$ cat config.mk
export PLATFORM = sky130hd
export DESIGN_NAME = phone_ui_top
export DESIGN_NICKNAME = d
export VERILOG_FILES = /design/src/verilog/phone_ui_pkg.sv /design/src/verilog/call_control_fsm.sv /design/src/verilog/menu_text_rom.sv /design/src/verilog/ring_timer.sv /design/src/verilog/ui_config_regs.sv /design/src/verilog/phone_ui_top.sv
export VERILOG_INCLUDE_DIRS = /design/src /design/src/verilog
export SDC_FILE = /design/constraint.sdc
export NUM_CORES = 1
export LEC_CHECK = 0
export BUFFER_PORTS_ARGS = -buffer_cell sky130_fd_sc_hd__buf_2
export CORE_MARGIN = 2
export CORE_UTILIZATION = 57
export DETAILED_ROUTE_END_ITERATION = 16
export GPL_ROUTABILITY_DRIVEN = 0
export PLACE_DENSITY = 0.87
export SLEW_MARGIN = 5
export SYNTH_ARGS = -nofsm -noshare
export SYNTH_HDL_FRONTEND = slang
export SYNTH_HIERARCHICAL = 1
export SYNTH_SLANG_ARGS = --single-unit
export TNS_END_PERCENT = 30
$ cat constraint.sdc
create_clock -name clk -period 3.7 [get_ports clk]
set_input_delay 0.185 -clock clk [delete_from_list [all_inputs] [get_ports clk]]
set_output_delay 0.185 -clock clk [all_outputs]
set_load 0.005 [all_outputs]
$ cat src/verilog/phone_ui_settings.svh
`ifndef PHONE_UI_SETTINGS_SVH
`define PHONE_UI_SETTINGS_SVH

//////////////////////////////////////////////////
// widths
//////////////////////////////////////////////////

// text engine address and length
`define UI_TEXT_ADDR_W 11

// dialed number from the switches
`define UI_DIAL_W 8

// headphone volume
`define UI_VOL_W 5

//////////////////////////////////////////////////
// volume range
//////////////////////////////////////////////////

`define UI_VOL_DEFAULT 16 // mid scale out of reset
`define UI_VOL_MAX 31     // full scale, bottom is 0

//////////////////////////////////////////////////
// ring timer
//////////////////////////////////////////////////

// clocks per tick, kept tiny so a ring fits in a short sim
`define UI_RING_TICK_DIV 4

// ticks before an unanswered call is resolved
`define UI_RING_COUNT 30

`endif

$ cat src/verilog/phone_ui_pkg.sv
package phone_ui_pkg;

	//////////////////////////////////////////////////
	// call states
	//////////////////////////////////////////////////
	typedef enum logic [2:0] {
		idle       = 3'd0, // no call
		incoming   = 3'd1, // we are being called
		outgoing   = 3'd2, // we are calling out
		busy       = 3'd3, // call in progress
		initialize = 3'd5  // waiting for enter after power up
	} call_state_e;

	//////////////////////////////////////////////////
	// menu items, codes match the text engine tables
	//////////////////////////////////////////////////
	typedef enum logic [5:0] {
		call_number  = 6'd0,  // main menu
		volume       = 6'd1,
		voicemail    = 6'd2,  // hidden without a storage card
		get_num      = 6'd3,
		dialing      = 6'd7,  // switches hold the number
		change_vol   = 6'd8,
		toggle_v     = 6'd9,
		def_incoming = 6'd32, // incoming call menu
		accept       = 6'd33,
		reject       = 6'd34,
		send_to_v    = 6'd35,
		def_outgoing = 6'd36, // outgoing call menu
		end_call     = 6'd37,
		def_busy     = 6'd38, // call in progress menu
		end_call_b   = 6'd39,
		set_volume   = 6'd40,
		def_welcome  = 6'd50, // idle default screen
		def_init     = 6'd51
	} menu_item_e;

	// commands to the application layer
	typedef enum logic [2:0] {
		cmd_none        = 3'd0,
		make_call       = 3'd1,
		stop_call       = 3'd2,
		accept_call     = 3'd3,
		go_to_voicemail = 3'd4
	} ui_cmd_e;

	// event codes back from the application layer
	typedef enum logic [2:0] {
		evt_none      = 3'd0,
		connected     = 3'd1, // call went through
		sent_to_v     = 3'd2, // caller diverted to voicemail
		failed        = 3'd4, // dropped or never connected
		incoming_call = 3'd5,
		call_ended    = 3'd6
	} app_evt_e;

endpackage

$ cat src/verilog/call_control_fsm.sv
`timescale 1ns/1ps
`include "phone_ui_settings.svh"

module call_control_fsm import phone_ui_pkg::*; (
	input  logic                  clk,
	input  logic                  reset,
	input  logic                  up,
	input  logic                  down,
	input  logic                  left,
	input  logic                  right,
	input  logic                  enter,
	input  logic [`UI_DIAL_W-1:0] switches,
	input  logic                  cf_present,
	input  app_evt_e              app_event,
	input  logic                  vm_enable,
	input  logic [`UI_VOL_W-1:0]  volume,
	input  logic                  ring_expired,
	output call_state_e           state,
	output menu_item_e            menu_item,
	output ui_cmd_e               command,
	output logic [`UI_DIAL_W-1:0] dial_address,
	output logic                  vol_up,
	output logic                  vol_down,
	output logic                  vm_toggle,
	output logic                  ring_start,
	output logic                  ring_stop
);

	localparam logic [`UI_VOL_W-1:0] vol_max = `UI_VOL_MAX;

	logic sel;        // right and enter both select
	logic vm_ok;      // voicemail usable right now
	logic vol_inc_ok;
	logic vol_dec_ok;
	logic in_main;    // sitting on a main menu entry

	assign sel = right | enter;
	assign vm_ok = vm_enable & cf_present;
	assign vol_inc_ok = volume < vol_max;
	assign vol_dec_ok = volume != '0;
	assign in_main = menu_item inside {call_number, phone_ui_pkg::volume, voicemail, get_num};
	assign ring_stop = state != incoming; // timer only runs while ringing

	always_ff @(posedge clk) begin
		vol_up <= 1'b0; // strobes live for one cycle
		vol_down <= 1'b0;
		vm_toggle <= 1'b0;
		ring_start <= 1'b0;
		if (reset) begin
			state <= initialize;
			menu_item <= def_init;
			command <= cmd_none;
			dial_address <= '0;
		end else begin
			case (state)
				//////////////////////////////////////////////////
				// power up, wait for enter
				//////////////////////////////////////////////////
				initialize: begin
					if (enter) begin
						state <= idle;
						menu_item <= def_welcome;
					end
				end

				//////////////////////////////////////////////////
				// idle, main menu tree
				//////////////////////////////////////////////////
				idle: begin
					if (app_event == incoming_call) begin // ringing beats buttons
						state <= incoming;
						menu_item <= def_incoming;
						ring_start <= 1'b1;
					end else if (up) begin
						case (menu_item)
							call_number: menu_item <= get_num; // wrap to bottom
							phone_ui_pkg::volume: menu_item <= call_number;
							voicemail: menu_item <= phone_ui_pkg::volume;
							get_num: begin
								if (cf_present)
									menu_item <= voicemail;
								else
									menu_item <= phone_ui_pkg::volume; // no card, skip voicemail
							end
							change_vol: vol_up <= vol_inc_ok;
							default: ;
						endcase
					end else if (down) begin
						case (menu_item)
							call_number: menu_item <= phone_ui_pkg::volume;
							phone_ui_pkg::volume: begin
								if (cf_present)
									menu_item <= voicemail;
								else
									menu_item <= get_num;
							end
							voicemail: menu_item <= get_num;
							get_num: menu_item <= call_number; // wrap to top
							change_vol: vol_down <= vol_dec_ok;
							default: ;
						endcase
					end else if (sel) begin
						case (menu_item)
							def_welcome: menu_item <= call_number;
							call_number: menu_item <= dialing;
							phone_ui_pkg::volume: menu_item <= change_vol;
							voicemail: menu_item <= toggle_v;
							dialing: begin
								dial_address <= switches; // number latched at dial time
								command <= make_call;
								state <= outgoing;
								menu_item <= def_outgoing;
							end
							toggle_v: vm_toggle <= 1'b1;
							default: ;
						endcase
					end else if (left) begin
						if (in_main)
							menu_item <= def_welcome;
						else if (menu_item == dialing)
							menu_item <= call_number;
						else if (menu_item == change_vol)
							menu_item <= phone_ui_pkg::volume;
						else if (menu_item == toggle_v)
							menu_item <= voicemail;
					end
				end

				//////////////////////////////////////////////////
				// incoming, ringing
				//////////////////////////////////////////////////
				incoming: begin
					if (app_event == connected) begin
						state <= busy;
						menu_item <= def_busy;
					end else if (app_event == call_ended || app_event == sent_to_v) begin
						state <= idle;
						menu_item <= def_welcome;
					end else if (ring_expired) begin
						if (vm_ok)
							command <= go_to_voicemail; // nobody answered
						else
							command <= stop_call;
					end else if (up) begin
						case (menu_item)
							def_incoming: begin
								if (vm_ok)
									menu_item <= send_to_v;
								else
									menu_item <= reject;
							end
							accept: menu_item <= def_incoming;
							reject: menu_item <= accept;
							send_to_v: menu_item <= reject;
							default: ;
						endcase
					end else if (down) begin
						case (menu_item)
							def_incoming: menu_item <= accept;
							accept: menu_item <= reject;
							reject: begin
								if (vm_ok)
									menu_item <= send_to_v;
								else
									menu_item <= def_incoming;
							end
							send_to_v: menu_item <= def_incoming;
							default: ;
						endcase
					end else if (sel) begin
						case (menu_item)
							def_incoming: command <= accept_call; // select on banner answers
							accept: command <= accept_call;
							reject: command <= stop_call;
							send_to_v: command <= go_to_voicemail;
							default: ;
						endcase
					end
				end

				//////////////////////////////////////////////////
				// outgoing, waiting on far end
				//////////////////////////////////////////////////
				outgoing: begin
					if (app_event == connected) begin
						state <= busy;
						menu_item <= def_busy;
					end else if (app_event == failed || app_event == call_ended) begin
						state <= idle;
						menu_item <= def_welcome;
					end else if (up || down) begin
						if (menu_item == def_outgoing) // two entries, just flip
							menu_item <= end_call;
						else
							menu_item <= def_outgoing;
					end else if (sel && menu_item == end_call) begin
						command <= stop_call;
					end
				end

				//////////////////////////////////////////////////
				// busy, call in progress
				//////////////////////////////////////////////////
				busy: begin
					if (app_event == call_ended) begin
						state <= idle;
						menu_item <= def_welcome;
					end else if (up) begin
						case (menu_item)
							def_busy: menu_item <= set_volume;
							end_call_b: menu_item <= def_busy;
							set_volume: menu_item <= end_call_b;
							change_vol: vol_up <= vol_inc_ok;
							default: ;
						endcase
					end else if (down) begin
						case (menu_item)
							def_busy: menu_item <= end_call_b;
							end_call_b: menu_item <= set_volume;
							set_volume: menu_item <= def_busy;
							change_vol: vol_down <= vol_dec_ok;
							default: ;
						endcase
					end else if (sel) begin
						case (menu_item)
							end_call_b: command <= stop_call;
							set_volume: menu_item <= change_vol;
							default: ;
						endcase
					end else if (left && menu_item == change_vol) begin
						menu_item <= set_volume;
					end
				end

				default: begin // unused encodings fall back to idle
					state <= idle;
					menu_item <= def_welcome;
				end
			endcase
		end
	end

endmodule

$ cat src/verilog/menu_text_rom.sv
`timescale 1ns/1ps
`include "phone_ui_settings.svh"

module menu_text_rom import phone_ui_pkg::*; (
	input  logic                       clk,
	input  logic                       reset,
	input  menu_item_e                 menu_item,
	input  logic                       vm_enable,
	output logic [`UI_TEXT_ADDR_W-1:0] text_addr,
	output logic [`UI_TEXT_ADDR_W-1:0] text_len,
	output logic                       text_start
);

	localparam int aw = `UI_TEXT_ADDR_W;

	// packs one table row, address in the upper half
	function automatic logic [2*aw-1:0] text_entry(input int addr, input int len);
		text_entry = {aw'(addr), aw'(len)};
	endfunction

	logic [5:0]      prev_item; // item seen last cycle
	logic            item_changed;
	logic [2*aw-1:0] lu;        // looked up address and length

	assign item_changed = prev_item != menu_item;

	//////////////////////////////////////////////////
	// text table, start address and length
	//////////////////////////////////////////////////
	always_comb begin
		case (menu_item)
			def_init: lu = text_entry(0, 45);      // press enter to start
			def_welcome: lu = text_entry(72, 7);
			call_number: lu = text_entry(80, 11);
			volume: lu = text_entry(92, 20);
			voicemail: lu = text_entry(128, 9);
			get_num: lu = text_entry(468, 21);
			toggle_v: begin
				if (vm_enable)
					lu = text_entry(138, 18); // offer to turn it off
				else
					lu = text_entry(157, 17); // offer to turn it on
			end
			def_incoming: lu = text_entry(361, 13);
			accept: lu = text_entry(375, 20);
			reject: lu = text_entry(396, 20);
			send_to_v: lu = text_entry(417, 17);
			def_outgoing: lu = text_entry(435, 7);
			end_call: lu = text_entry(443, 8);     // same string in both menus
			end_call_b: lu = text_entry(443, 8);
			def_busy: lu = text_entry(490, 12);
			default: lu = '0;                      // no text for this item
		endcase
	end

	// address and length only move on a new item
	always_ff @(posedge clk) begin
		if (item_changed) begin
			text_addr <= lu[2*aw-1:aw];
			text_len <= lu[aw-1:0];
		end
	end

	always_ff @(posedge clk) begin
		if (reset) begin
			prev_item <= '1; // never a valid item, forces a first load
			text_start <= 1'b0;
		end else begin
			prev_item <= menu_item;
			text_start <= item_changed; // one pulse per change
		end
	end

endmodule

$ cat src/verilog/ring_timer.sv
`timescale 1ns/1ps
`include "phone_ui_settings.svh"

module ring_timer #(
	parameter int tick_div   = `UI_RING_TICK_DIV,
	parameter int ring_count = `UI_RING_COUNT
) (
	input  logic clk,
	input  logic reset,
	input  logic ring_start,
	input  logic ring_stop,
	output logic ring_expired
);

	localparam int presc_w = (tick_div > 1) ? $clog2(tick_div) : 1;
	localparam int tick_w = (ring_count > 1) ? $clog2(ring_count) : 1;
	localparam logic [presc_w-1:0] presc_top = presc_w'(tick_div - 1);
	localparam logic [tick_w-1:0] tick_top = tick_w'(ring_count - 1);

	logic [presc_w-1:0] presc;      // cycles within the current tick
	logic [tick_w-1:0]  ticks_left; // whole ticks still to go
	logic               running;
	logic               tick_done;

	assign tick_done = presc == presc_top;
	// last cycle of the last tick
	assign ring_expired = running & tick_done & (ticks_left == '0);

	always_ff @(posedge clk) begin
		if (reset) begin
			running <= 1'b0;
			presc <= '0;
			ticks_left <= '0;
		end else if (ring_start) begin // restart wins over stop
			running <= 1'b1;
			presc <= '0;
			ticks_left <= tick_top;
		end else if (ring_stop || ring_expired) begin
			running <= 1'b0; // answered, dropped or done
		end else if (running) begin
			if (tick_done) begin
				presc <= '0;
				ticks_left <= ticks_left - 1'b1;
			end else begin
				presc <= presc + 1'b1;
			end
		end
	end

endmodule

$ cat src/verilog/ui_config_regs.sv
`timescale 1ns/1ps
`include "phone_ui_settings.svh"

module ui_config_regs (
	input  logic                 clk,
	input  logic                 reset,
	input  logic                 vol_up,
	input  logic                 vol_down,
	input  logic                 vm_toggle,
	output logic [`UI_VOL_W-1:0] volume,
	output logic                 vm_enable
);

	localparam logic [`UI_VOL_W-1:0] vol_max = `UI_VOL_MAX;
	localparam logic [`UI_VOL_W-1:0] vol_default = `UI_VOL_DEFAULT;

	logic at_top;
	logic at_bottom;

	// saturate here too, the FSM guard sees volume one cycle late
	assign at_top = volume == vol_max;
	assign at_bottom = volume == '0;

	//////////////////////////////////////////////////
	// headphone volume
	//////////////////////////////////////////////////
	always_ff @(posedge clk) begin
		if (reset) begin
			volume <= vol_default;
		end else if (vol_up && !at_top) begin
			volume <= volume + 1'b1;
		end else if (vol_down && !at_bottom) begin
			volume <= volume - 1'b1;
		end
	end

	//////////////////////////////////////////////////
	// voicemail enable
	//////////////////////////////////////////////////
	always_ff @(posedge clk) begin
		if (reset)
			vm_enable <= 1'b0; // off until the user turns it on
		else if (vm_toggle)
			vm_enable <= ~vm_enable;
	end

endmodule

$ cat src/verilog/phone_ui_top.sv
`timescale 1ns/1ps
`include "phone_ui_settings.svh"

module phone_ui_top import phone_ui_pkg::*; (
	input  logic                       clk,
	input  logic                       reset,
	input  logic                       up,
	input  logic                       down,
	input  logic                       left,
	input  logic                       right,
	input  logic                       enter,
	input  logic [`UI_DIAL_W-1:0]      switches,
	input  logic                       cf_present,
	input  app_evt_e                   app_event,
	output call_state_e                current_state,
	output menu_item_e                 menu_item,
	output ui_cmd_e                    command,
	output logic [`UI_DIAL_W-1:0]      dial_address,
	output logic [`UI_VOL_W-1:0]       headphone_volume,
	output logic                       vm_enable,
	output logic [`UI_TEXT_ADDR_W-1:0] text_addr,
	output logic [`UI_TEXT_ADDR_W-1:0] text_len,
	output logic                       text_start
);

	logic vol_up;       // config strobes
	logic vol_down;
	logic vm_toggle;
	logic ring_start;   // ring timer handshake
	logic ring_stop;
	logic ring_expired;

	call_control_fsm fsm0 (
		.clk(clk),
		.reset(reset),
		.up(up),
		.down(down),
		.left(left),
		.right(right),
		.enter(enter),
		.switches(switches),
		.cf_present(cf_present),
		.app_event(app_event),
		.vm_enable(vm_enable),
		.volume(headphone_volume),
		.ring_expired(ring_expired),
		.state(current_state),
		.menu_item(menu_item),
		.command(command),
		.dial_address(dial_address),
		.vol_up(vol_up),
		.vol_down(vol_down),
		.vm_toggle(vm_toggle),
		.ring_start(ring_start),
		.ring_stop(ring_stop)
	);

	ui_config_regs cfg0 (
		.clk(clk),
		.reset(reset),
		.vol_up(vol_up),
		.vol_down(vol_down),
		.vm_toggle(vm_toggle),
		.volume(headphone_volume),
		.vm_enable(vm_enable)
	);

	ring_timer #(
		.tick_div(`UI_RING_TICK_DIV),
		.ring_count(`UI_RING_COUNT)
	) ring0 (
		.clk(clk),
		.reset(reset),
		.ring_start(ring_start),
		.ring_stop(ring_stop),
		.ring_expired(ring_expired)
	);

	menu_text_rom text0 (
		.clk(clk),
		.reset(reset),
		.menu_item(menu_item),
		.vm_enable(vm_enable),
		.text_addr(text_addr),
		.text_len(text_len),
		.text_start(text_start)
	);

endmodule

Yosys cells after proc, flatten, opt, wreduce, memory -nomap -nowiden:

Cells that the tools add are included.
Widths: inputs -> output; s select.

* $add $sub $neg: 4
* multipliers: 0
* divide/modulo/power cells: 0
* $lt $le $gt $ge: 1
* equal/unequal tests: 72
* shifts and indexed selects: 0
* mux-type cells: 96
* bitwise gates (word level): 11
* reduce and logical (&&, ||, !) cells: 33

Operator list (number)
* $pmux 22 s14: 1
* $mux 6: 24
* $mux 3: 32
* $pmux 6 s4: 4
* $eq 6x6->1 const B: 11
* $pmux 6 s5: 2
* $pmux 6 s3: 2
* $mux 5: 6
* $ne 2x2->1 const B: 14
* $reduce_and 21->1: 1
* $ne 3x1->1 const B: 6
* $mux 1: 16
* $mux 16: 1
* $pmux 3 s5: 1
* $ne 7x2->1 const B: 2
* $reduce_and 14->1: 1
* $eq 3x3->1 const B: 4
* $eq 6x2->1 const B: 2
* $eq 6x4->1 const B: 2
* $ne 3x2->1 const B: 4
* $ne 6x5->1 const B: 2
* $pmux 3 s4: 1
* $logic_not 5->1: 2
* $ne 10x10->1 const B: 1
* 41 further kinds: 75

* register bits after elaboration: 67
* bits in latches: 0
* memory bits (writable): 0
* bits in read-only memories: 0
* input port bits: 19
* output and inout port bits: 49
* word-level logic and storage cells: 235
* memories: 0

Longest topological paths before layout:

* depth after elaboration: 11
* gate-level depth with buffers: 10
* mapped depth without buffers: 10

By module:

Netlist, hierarchy kept.

By module, submodules not included
* call_control_fsm: times used 1, cells an instance 269, area an instance 1901.8 µm², sequential area each 480.5 µm²
* menu_text_rom: times used 1, cells an instance 131, area an instance 1325.0 µm², sequential area each 590.6 µm²
* ring_timer: times used 1, cells an instance 48, area an instance 430.4 µm², sequential area each 160.2 µm²
* ui_config_regs: times used 1, cells an instance 37, area an instance 356.6 µm², sequential area each 120.1 µm²

Worst setup path before layout:

Ideal clock, no wire load.

* path kind: flip-flop to flip-flop
* from: reg ring0.ticks_left[0]
* to: reg fsm0.command[1]
* setup time: 0.070 ns
* arrival: 2.733 ns
* data required time: 3.630 ns
* slack: 0.897 ns
* stages on the path, launching flop included: 10
* buffers on the path: 0
* clock period less this slack: 2.803 ns
* path through: dfxtp_1 -> inv_1 -> ha_1 -> or3b_4 -> nor3_1 -> or3b_2 -> a21oi_1 -> or4_4 -> or4_1 -> a21oi_1

* cells in the longest elaborated chain, start to end: 6
* elaborated cells on any way between the ends: 11
* classes of those cells: eq/ne: 4; mux: 4; bitwise: 1; reduce/logical: 2

RTL lines
* start: declaration: line ring_timer.sv:21 `logic [tick_w-1:0] ticks_left;`
* start signal: assignment: line ring_timer.sv:37 `ticks_left <= tick_top;`
* start signal: assignment: line ring_timer.sv:43 `ticks_left <= ticks_left - 1'b1;`
* $logic_not 5->1 (*): line ring_timer.sv:27 `assign ring_expired = running & tick_done & (ticks_left == '0);`
* $and 1x1->1 (*): line ring_timer.sv:27
* named net ring_expired: line phone_ui_top.sv:31 `logic ring_expired;`
* $mux 3: line call_control_fsm.sv:139 `end else if (ring_expired) begin`
* $mux 3: line call_control_fsm.sv:136 `end else if (app_event == call_ended || app_event == sent_to_v) begin`
* $mux 3: line call_control_fsm.sv:133 `if (app_event == connected) begin`
* $pmux 3 s4: line call_control_fsm.sv:55 `case (state)`
* end signal: assignment: line call_control_fsm.sv:52 `command <= cmd_none;`
* end signal: assignment: line call_control_fsm.sv:141 `command <= go_to_voicemail;`
* end signal: assignment: line call_control_fsm.sv:143 `command <= stop_call;`
* end: declaration: line call_control_fsm.sv:20 `output ui_cmd_e command,`

The timed path passes the listed nets; every way through them passes the cells marked *. The select of a mux whose other input is x is not followed.
A chain may end at the register's enable or synchronous reset.

Final worst setup path:

Same ends and word-level chain as after synthesis.

==> impl_metrics.csv <==
group,metric,value,unit
run_status,outcome,"complete, no violations",
detailed_routing,first_iter_violations,367,
clock_tree,clk_latency,0.34,ns
final_layout,fin_cells,631,
floorplan,die_width,87.92,um
clock_tree,cts_buffer_depth,2,
sta,finalSetupViolations,0,
floorplan,io_pins,68,
floorplan,core_area,6794,sq um
clock_tree,ctsResizeCount,0,
yosys,synth_area_per_cell,8.276,sq um
final_layout,multi_input_area,2402,sq um
setup_path,cp-end-kind,"register",
final_layout,drive_gt1_share,21.68,%
global_routing,grt_pass1_wl,16420,um
sta,skew,0.006998,ns
final_layout,final_core_util,65.73,%
final_layout,antenna_cells,0,
clock_tree,cts.sinks,60,
yosys,syn_area,4014,sq um
placed_design,dp_cells,615,
yosys,synth-seq-area-share,33.67,%
global_routing,grt_max_degree,47,
clock_tree,cts_tree,"done",
sta,setup_tns,0,ns
global_routing,antenna_found_initial,0,
clock_tree,cts_max_level,3,
setup_path,critPathCapture,"fsm0/command[1]",
detailed_routing,routedWlPerCell,16.01,um
sta,fin_crit,3.284,ns
yosys,synth_edf_count,15,
setup_path,r2r_start,"ring0/ticks_left[0]",
setup_path,r2r_setup_slack,0.42,ns
sta,finalCritPeriodShare,88.76,%
detailed_routing,wl,10100,um
setup_path,r2r-end,"fsm0/command[1]",
floorplan,initial_core_util,59.08,%
setup_path,crit_type,"register to register",
worst_hold_path,hold_class,"input port to register",
setup_path,arrival,3.55,ns
final_layout,fillers,554,
final_layout,seq_area,1351,sq um
setup_path,worstPathRequired,3.96,ns
floorplan,dieArea,7729,sq um
yosys,ys_warn_count,6,
detailed_routing,vias_per_cell,6.307,
yosys,async_flop_share,0,%
power,ir_worst_vdd,0.0002354,V
clock_tree,cts_setup_buffers,0,
yosys,synth_flop_cell,"dfxtp_1",
placed_design,place.port_buffers,60,
setup_path,crit_path_start,"ring0/ticks_left[0]",
sta,maxSlewHeadroom,41.95,%
floorplan,die_h,87.92,um
sta,rsz0062_at_grt,"false",
final_layout,area_delta_synth_final,11.25,%
detailed_routing,ant_nets,0,
detailed_routing,num_vias,3980,
clock_tree,root_buffer,"clkbuf_8",
global_routing,grt_pass1_vias,3436,
floorplan,rows,30,
placed_design,place.detailed.hpwl,6987,um
sta,drv_slew,0,
clock_tree,clk_pin_slew,0.07,ns
setup_path,cp-start-kind,"register",
detailed_routing,drc,0,
power,powerDensity,437.1,nW/um^2
setup_path,crit_fanout,7,
yosys,ys_ff_latch,60,
yosys,synthCells,485,
clock_tree,cts_inserted_buffers,9,
sta,worst_pin_slew,0.8688,ns
final_layout,final_nets,555,
global_routing,gr-total-overflow,0,
clock_tree,postCtsHoldBufs,0,
detailed_routing,drt_first_pass_iters,6,
sta,hold_violations,0,
global_routing,grt_usage,26.91,%
setup_path,r2r_cells,10,
run,maxCapViolCount,0,
power,power_leakage,0.001762,uW
sta,fmax,0.3045,GHz
yosys,ys_types,81,
[report_power, final]
group	internal [uW]	switching, uW
clock	281	256
combinational	238	335
sequential	778	64.1
[synth_stat cells, types with 3 or more instances]
| master | count | area, sq um |
|---|---|---|
| buf_6 | 5 | 56.30 |
| buf_4 | 9 | 67.56 |
| o21ai_0 | 31 | 155.2 |
| a211oi_1 | 7 | 52.55 |
| dfxtp_1 | 45 | 900.9 |
| a311oi_1 | 4 | 35.03 |
| a31oi_1 | 9 | 56.30 |
| buf_2 | 7 | 35.03 |
| and3b_1 | 3 | 26.28 |
| a21oi_1 | 28 | 140.1 |
| a21o_1 | 4 | 30.03 |
| o21ai_1 | 6 | 30.03 |
| nand3b_1 | 5 | 37.54 |
| nor3_1 | 20 | 100.1 |
| clkbuf_1 | 19 | 71.32 |
| edfxtp_1 | 15 | 450.4 |
| a32oi_1 | 3 | 26.28 |
| nor2_1 | 50 | 187.7 |
| o31ai_1 | 3 | 22.52 |
| mux2i_1 | 9 | 90.09 |
| inv_1 | 14 | 52.55 |
| xnor2_1 | 9 | 78.83 |
| nand2_1 | 34 | 127.6 |
| nand4b_1 | 3 | 26.28 |
| o41ai_1 | 3 | 26.28 |
| xor2_1 | 6 | 52.55 |
| nor2b_1 | 7 | 43.79 |
| ha_1 | 5 | 62.56 |
| nor3b_1 | 6 | 45.04 |
| nor4_2 | 3 | 37.54 |
| and3_1 | 3 | 18.77 |
| or4_1 | 3 | 22.52 |
| nor4b_1 | 6 | 52.55 |
| nand3_1 | 12 | 60.06 |
| a2111oi_0 | 4 | 35.03 |
| nor4_1 | 11 | 68.82 |
| or3_1 | 8 | 50.05 |
| or2_2 | 9 | 56.30 |
| nand2b_1 | 7 | 43.79 |
[layout by cell type, fill, tap and decap left out, types with 6 or more instances in the layout]
cell type / instances
edfxtp_1: 15
a211oi_1: 7
nand3_1: 12
nand2b_1: 7
buf_4: 8
nor3_1: 20
conb_1: 7
clkbuf_8: 9
xor2_1: 6
nor2b_1: 7
nor3b_1: 6
dfxtp_1: 45
or3_1: 8
o21ai_1: 6
mux2i_1: 9
xnor2_1: 9
inv_1: 14
a31oi_1: 9
or2_2: 9
nor2_1: 50
nand2_1: 34
buf_2: 60
a21oi_1: 28
nor4b_1: 6
nor4_1: 11
o21ai_0: 31
[stage by stage]
step	instance area, sq um	worst slack, ns	hold slack (ns)	total power, uW
finish	4466	0.4158	0.08361	1952
global route	4466	0.1923	0.07656	2055
CTS	4466	0.4572	0.07113	1952
detailed placement	4287	0.5441	0.4375	1416
global placement	4287	0.7196	0.4255	1392
floorplan	4036	0.8965	0.2541	1257
[sequential cells by signal, indices dropped and copies added, names as in the netlist, 2 cells and up]
signal             flops
fsm0/menu_item         6
ring0/ticks_left       5
fsm0/command           3
text0/text_addr        9
fsm0/state             3
cfg0/volume            5
ring0/presc            2
text0/text_len         6
fsm0/dial_address      8
text0/prev_item        6
[worst max-delay path: stages, from the launching register on]
cell	delay (ns)
dfxtp_1	0.32
inv_1	0.08
ha_1	0.21
or3b_4	0.42
nor3_1	0.70
nor2_1	0.08
nor2_1	0.13
nor3_1	0.08
or4_4	0.54
or4_1	0.51
a21oi_1	0.14
[routing by layer]
layer / up-vias / share of wire, % / global-route usage [%]
met3: 38 / 8.7 / 5.749
met5: - / 0 / 0
met4: 0 / 3.7 / 10.07
met1: 1823 / 41 / 34.57
met2: 241 / 47 / 44.56
li1: 1878 / - / -
[how the worst min path moves through the flow]
stage / start / end / slack, ns / cells past startpoint
2_1_floorplan: reset / ring0/ticks_left[4] / 0.25 / 1
4_1_cts: switches[5] / fsm0/dial_address[5] / 0.07 / 3
6_report: switches[5] / fsm0/dial_address[5] / 0.08 / 3
3_5_place_dp: switches[1] / fsm0/dial_address[1] / 0.44 / 3
3_3_place_gp: switches[7] / fsm0/dial_address[7] / 0.43 / 3
5_1_grt: switches[1] / fsm0/dial_address[1] / 0.08 / 3
[layout make-up]
class	instances	area share, %
inverter	14	1.177
clock buffer	12	3.502
sequential	60	30.26
timing repair buffer	68	8.070
multi-input combinational	377	53.80
clock inverter	4	0.5043
tap	96	2.690
[kinds of logic after synthesis]
logic type / count (synthesis) / synth area share [%]
compound gates: 128 / 21.32
fa+ha+maj: 6 / 2.057
buf+inv: 54 / 7.045
xor+xnor: 15 / 3.273
flops: 60 / 33.67
other cells: 1 / 0.09343
simple gates: 210 / 29.74
mux: 11 / 2.806
No activity file was read; power rests on OpenSTA's default activity.
